===== config.mk =====
export PLATFORM = sky130hd
export DESIGN_NAME = channel_accumulate
export DESIGN_NICKNAME = d
export VERILOG_FILES = /design/src/design/fft_conv_pkg.sv /design/src/design/channel_accumulate.sv
export VERILOG_INCLUDE_DIRS = /design/src /design/src/design
export SDC_FILE = /design/constraint.sdc
export NUM_CORES = 1
export LEC_CHECK = 0
export ABC_AREA = 1
export BUFFER_PORTS_ARGS = -buffer_cell sky130_fd_sc_hd__buf_2
export CELL_PAD_IN_SITES_DETAIL_PLACEMENT = 1
export CELL_PAD_IN_SITES_GLOBAL_PLACEMENT = 1
export CORE_AREA = 2 2 649 651
export DETAILED_ROUTE_END_ITERATION = 10
export DIE_AREA = 0 0 651 653
export PLACE_DENSITY = 0.34
export REMOVE_ABC_BUFFERS = 1
export SYNTH_ARGS = -nofsm -noshare
export SYNTH_HDL_FRONTEND = slang
export SYNTH_SLANG_ARGS = --single-unit

===== constraint.sdc =====
create_clock -name clk -period 4 [get_ports clk]
set_input_delay 0.4 -clock clk [delete_from_list [all_inputs] [get_ports clk]]
set_output_delay 0.4 -clock clk [all_outputs]
set_load 0.02 [all_outputs]

===== src/design/conv_defines.svh =====
`ifndef CONV_DEFINES_SVH
`define CONV_DEFINES_SVH

// number of input channels summed into one output tile
`define CONV_CHANNELS 3

// input tile sample width, signed
`define CONV_PIXEL_W 8

// kernel sample width, signed
`define CONV_WEIGHT_W 8

// every spectral and intermediate value
// worst case inverse sum needs about 30 bits
`define CONV_SPEC_W 32

// one cropped and channel summed output element
`define CONV_RESULT_W 29

`endif

===== src/design/fft_conv_pkg.sv =====
`default_nettype none

`include "conv_defines.svh"

package fft_conv_pkg;

    // raw samples as they arrive on the flattened buses
    typedef logic signed [`CONV_PIXEL_W-1:0] pixel_t;
    typedef logic signed [`CONV_WEIGHT_W-1:0] weight_t;

    // spectral and intermediate value, wide enough for the unscaled inverse
    typedef logic signed [`CONV_SPEC_W-1:0] spec_t;

    // one channel's 4x4 grid, indexed [row][col]
    typedef spec_t [3:0][3:0] spec_grid_t;

    // one output element after crop and channel sum
    typedef logic signed [`CONV_RESULT_W-1:0] result_t;

    // stage whose result was produced on the last clock edge
    typedef enum logic [2:0] {
        stage_idle,
        stage_load,
        stage_fwd_row,
        stage_fwd_col,
        stage_multiply,
        stage_inv_row,
        stage_inv_col,
        stage_done
    } conv_stage_e;

endpackage

`default_nettype wire


===== src/design/channel_accumulate.sv =====
`timescale 1ns/1ns
`default_nettype none

`include "conv_defines.svh"

module channel_accumulate (
    input  wire                                                clk,
    input  wire                                                reset,
    input  wire                                                in_valid,
    input  wire fft_conv_pkg::spec_grid_t [`CONV_CHANNELS-1:0] in_re,
    output fft_conv_pkg::result_t [3:0]                        out_data,
    output logic                                               final_compute
);
    import fft_conv_pkg::*;

    result_t [3:0] crop_sum;

    // bottom right 2x2 is the valid part of the circular result
    always_comb begin : crop
        spec_t v;
        for (int i = 0; i < 2; i++) begin
            for (int j = 0; j < 2; j++) begin
                crop_sum[i*2+j] = '0;
                for (int ch = 0; ch < `CONV_CHANNELS; ch++) begin
                    v = in_re[ch][i+2][j+2];
                    crop_sum[i*2+j] = crop_sum[i*2+j] + result_t'(v);
                end
            end
        end
    end

    // element (0,0) in the low bits, result held until next reset
    always_ff @(posedge clk or posedge reset) begin
        if (reset) begin
            out_data      <= '0;
            final_compute <= 1'b0;
        end else if (in_valid) begin
            out_data      <= crop_sum;
            final_compute <= 1'b1;
        end
    end

endmodule

`default_nettype wire


# After elaboration in Yosys (flattened, before gate mapping)

Index checks and enable logic that the tools add are counted.

Add/sub/neg operators: 8

Operator list:

| kind           | count |
|---|---|
| $add 29x29->29 | 8 |

Bits in registers: 117
Input port bits: 1539
Output and inout bits: 117
Logic and storage cells: 13

# Longest topological paths before layout

Depth after elaboration: 2
Depth in mapped cells: 14
Depth with buffers taken out: 14

# Worst setup path after synthesis

Ideal clock, no wire load.

Kind: input to register
Start point: input in_re[321] (netlist name)
End point: register out_data[13] (netlist name)
Slack: 1.597 ns
Arrival: 2.285 ns
Setup time: 0.117 ns
Required time: 3.883 ns
Cell stages on the path: 12
Cell sequence: fa_1 ha_1 fa_1 nand2_1 nand3_1 nand3_1 nand2_2 nand2_1 nand2_1 or2_1 nand3_1 nand2_1

Cells in the longest elaborated chain, start to end: 2

Ends and longest elaborated chain:

| what                         | RTL line                 | RTL |
|---|---|---|
| start, declared              | channel_accumulate.sv:10 | `` input wire fft_conv_pkg::spec_grid_t [`CONV_CHANNELS-1:0] in_re, `` |
| $add 29x29->29 (2 in series) | channel_accumulate.sv:26 | `crop_sum[i*2+j] = crop_sum[i*2+j] + result_t'(v);` |
| end signal, assigned         | channel_accumulate.sv:38 | `out_data <= crop_sum;` |
| end, declared                | channel_accumulate.sv:11 | `output fft_conv_pkg::result_t [3:0] out_data,` |

Every way passes these cells.
A chain may end at the register's enable or synchronous reset.

# Final worst setup path

Start point: input in_re[1345] (netlist name)
End point: register out_data[13] (netlist name)

Cells in the longest elaborated chain, start to end: 1

Ends and longest elaborated chain:

| what           | RTL line |
|---|---|
| $add 29x29->29 | channel_accumulate.sv:26 |

Every way passes these cells.

==> PnR_summary.wiki <==
{| class="wikitable"
! Metric !! Value
|-
| Synth-to-Final Area Change || 67.4%
|-
| Count of buffers inserted at the top-level ports || 467
|-
| Floorplan die area || 425000 um^2
|-
| Clock-pin slew of the registers on the worst-case setup and hold paths || 0.07 ns
|-
| Hold Path Origin || in_re[1504]
|-
| Run status || finished, final reports clean
|-
| Final clock period utilization by the worst path || 0.705
|-
| Chip Width || 651 um
|-
| Effective utilization at floorplan || 0.0354
|-
| Routed wire length per instance || 15.2 um
|-
| Most common library cell in the layout ignoring fill and taps || nand2_1
|-
| Complex-gate fraction of the synthesized area || 0.0450
|-
| Crit-path max cell delay || 0.52 ns
|-
| Grt peak-use layer || met2
|-
| Worst voltage drop across the vdd grid || 0.342 mV
|-
| Core Box Area || 418000 um^2
|-
| Floorplan row count || 238
|-
| Count of buffering cells on the critical path with inverters included || 1
|-
| Iter 0 DRT Violations || 590
|-
| Number of sinks driven by the clock tree || 117
|-
| Largest net degree at the start of global routing || 76
|-
| Depth of the most critical reg-to-reg path || 2
|-
| Worst setup path start || in_re[1345]
|-
| Crit path max fanout || 4
|-
| Min-Delay Path Class || in -> reg
|-
| Filler cell count || 50400
|-
| Overall track demand over capacity in global routing || 0.0589
|-
| Max stage delay cell, worst path || fa_1
|-
| Met3 track demand over resource in global routing || 0.0197
|-
| Met1 Track Usage GR || 0.0718
|-
| Setup TNS || 0 ns
|-
| Mean instance size in the synthesized netlist || 6.62 um^2
|-
| Number of flip-flops and latches in the synthesized netlist || 117
|-
| Fin. max-slew vios || 0
|-
| Number of levels the H-tree was split into || 4
|-
| Crit path top cell by count || nand2_1
|-
| Least-Margin Pin Slew || 0.854 ns
|-
| Worst path required time || 4.41 ns
|-
| Area used by sequential logic in the layout || 2930 um^2
|-
| Nature of the critical path startpoint || primary input
|-
| Wire length reported by the detailed router || 126000 um
|-
| Global Route met2 Usage || 0.0972
|-
| CTS max path bufs || 2
|-
| Combined area of all synthesized cells || 14800 um^2
|-
| Wire length of the first global-routing pass || 162000 um
|-
| Max transition margin || 0.431
|-
| Number of antenna violations at the first check in global routing || 60
|-
| Source of the worst register-to-register timing path || out_data[67]$_DFFE_PP0P_
|-
| Share of the core filled with cells || 0.0593
|-
| Post-synthesis share of cell area spent on and, or, nand and nor gates || 0.372
|-
| Multi-input gate area || 10300 um^2
|-
| Critical R2R Capture || out_data[67]$_DFFE_PP0P_
|-
| Share of synthesized cell area in full adder, half adder and majority cells || 0.248
|-
| Total Nets Final || 4489
|-
| Count of unique library cells instantiated by Yosys || 39
|-
| Pwr dens || 374 nW/um^2
|-
| Max Fclk || 355 MHz
|-
| I/O pin count || 1656
|-
| Total half-perimeter wirelength after legalization and detailed placement || 116000 um
|-
| Layout cell share with drive strength beyond 1 || 0.221
|-
| Primary FF master, synth || dfrtp_1
|-
| Total iterations of the first detailed-routing run || 4
|-
| Minimum clock period after layout || 2.82 ns
|-
| Number of max-capacitance violations reported || 0
|-
| Crit path DAT || 3.23 ns
|-
| YS warnings || 0
|-
| Residual DRC || 0
|-
| CTS tree || yes
|-
| Sequential-to-total area share from yosys stat || 0.197
|-
| Final hold vios || 0
|-
| Number of global-route vias before repair || 17100
|-
| Remaining number of nets flagged by the antenna check after routing || 0
|-
| Clock latency on the worst-skew pair || 0.52 ns
|-
| Number of enable flip-flop cells after synthesis || 0
|-
| Share of cell area taken by muxes after synthesis || 0
|-
| Dominant combinational cell family by area after synthesis || simple AND/OR/NAND/NOR gates
|-
| Height of the chip || 653 um
|-
| Leakage Power || 10.8 nW
|-
| Gate count of the mapped netlist || 2240
|-
| Setup repair after global routing missed its margin || false
|-
| Critical Setup Path Class || in -> reg
|-
| Vias per cell || 1.90
|-
| Final number of setup-violating endpoints || 0
|-
| CP top delay family || adder cells
|-
| Total global routing overflow || 0
|-
| Cell-by-cell listing of the critical path || buf_2, fa_1, ha_1, fa_1, nand2_1, nand3_1, nand3_1, nand2_2, nand2_1, nand2_1, or2_1, nand3_1, nand2_1
|-
| Number of cells on the worst hold path || 4
|-
| Number of buffers added by the clock tree synthesis step || 17
|-
| R2R setup slack || 3.20 ns
|-
| Worst Hold Path EP || out_data[87]$_DFFE_PP0P_
|-
| Commonest cells after routing, fill and taps aside || 913 x nand2_1, 466 x buf_2, 380 x inv_1
|-
| XOR/XNOR Fraction of Synth Area || 0.0319
|-
| Number of vias after detailed routing || 15700
|-
| Clock skew after layout || 0 ns
|-
| Async set or reset register ratio after synthesis || 1.00
|-
| Worst Setup End Kind || register
|-
| Root Driver || clkbuf_16
|-
| Gpl congestion || 0.762
|}
[worst max-delay path by stage]
| stage | to | slack, ns | cells after the start |
|---|---|---|---|
| after floorplan | final_compute$_DFFE_PP0P_ | 0.50 | 1 |
| after global placement | out_data[13]$_DFFE_PP0P_ | 0.44 | 13 |
| after detailed placement | out_data[13]$_DFFE_PP0P_ | 0.41 | 13 |
| after CTS | out_data[13]$_DFFE_PP0P_ | 1.05 | 13 |
| after global routing | out_data[13]$_DFFE_PP0P_ | 0.95 | 13 |
| final | out_data[13]$_DFFE_PP0P_ | 1.18 | 13 |
[synthesized netlist by cell type, types with 22 or more instances]
| library cell | instances | area share |
|---|---|---|
| nand3_1 | 140 | 0.047 |
| nand2_2 | 23 | 0.0097 |
| fa_1 | 116 | 0.16 |
| xnor2_1 | 40 | 0.024 |
| nand4_1 | 22 | 0.0093 |
| ha_1 | 108 | 0.091 |
| a21oi_1 | 58 | 0.020 |
| nand2_1 | 913 | 0.23 |
| nor2_1 | 125 | 0.032 |
| dfrtp_1 | 117 | 0.20 |
| inv_1 | 382 | 0.097 |
| o21ai_0 | 34 | 0.011 |
[timing repair]
action                                 in CTS  in global routing
endpoints found under the hold margin       9                  0
resized for setup                           0                  0
buffers inserted                            0                  0
hold buffers                                1                  0
[worst reg2reg max path, cell delays in order (launching register included)]
cell and delay, ns:
dfrtp_1 0.46, nand2_1 0.10, o21ai_0 0.10
[per-layer routing]
layer  vias to the layer above  wire, um
li1                       7810         -
met1                      7357     55200
met2                       382     58500
met3                       102      8340
met4                        36      3560
met5                         -       216
[per-stage QoR]
stage          power (mW)  hold slack [ns]  instances  setup WS (ns)  area (um^2)
2_1_floorplan        4.80            0.506       2215          0.499        14700
3_3_place_gp         7.79            0.454       8226          0.437        24200
3_5_place_dp         7.77            0.455       8226          0.409        24200
4_1_cts              9.77            0.207       8259           1.05        24800
5_1_grt              10.2            0.267       8261          0.952        24800
6_report             9.27            0.289       8266           1.18        24800
[kinds of logic (layout without fill, tap and decap cells)]
| group | Yosys count | in the layout |
|---|---|---|
| DFF | 117 | 117 |
| and+or+nand+nor | 1301 | 1301 |
| xor gates and xnor gates | 54 | 54 |
| AOI/OAI and AO/OA | 125 | 125 |
| adders and majority gates | 224 | 224 |
| buffers and inverters | 419 | 918 |
| other | 0 | 7 |
[layout make-up]
type	instances	share of cell area
antenna	7	0.000706
tap	5520	0.278
inverter	394	0.0600
multi-input combinational	1704	0.416
clock inverter	13	0.00681
sequential	117	0.118
timing repair buffer	492	0.102
clock buffer	19	0.0178
[power by group]
group / switching [mW] / internal, mW / leakage (nW)
combinational: 3.96 / 1.70 / 9.10
clock: 0.833 / 1.00 / 0.287
sequential: 0.222 / 1.56 / 1.41
total: 5.02 / 4.25 / 10.8
[registers in the layout, indices dropped and copies added (netlist names)]
signal,flops
out_data,116
final_compute,1
Note: power is estimated with default switching activity, not from simulation.
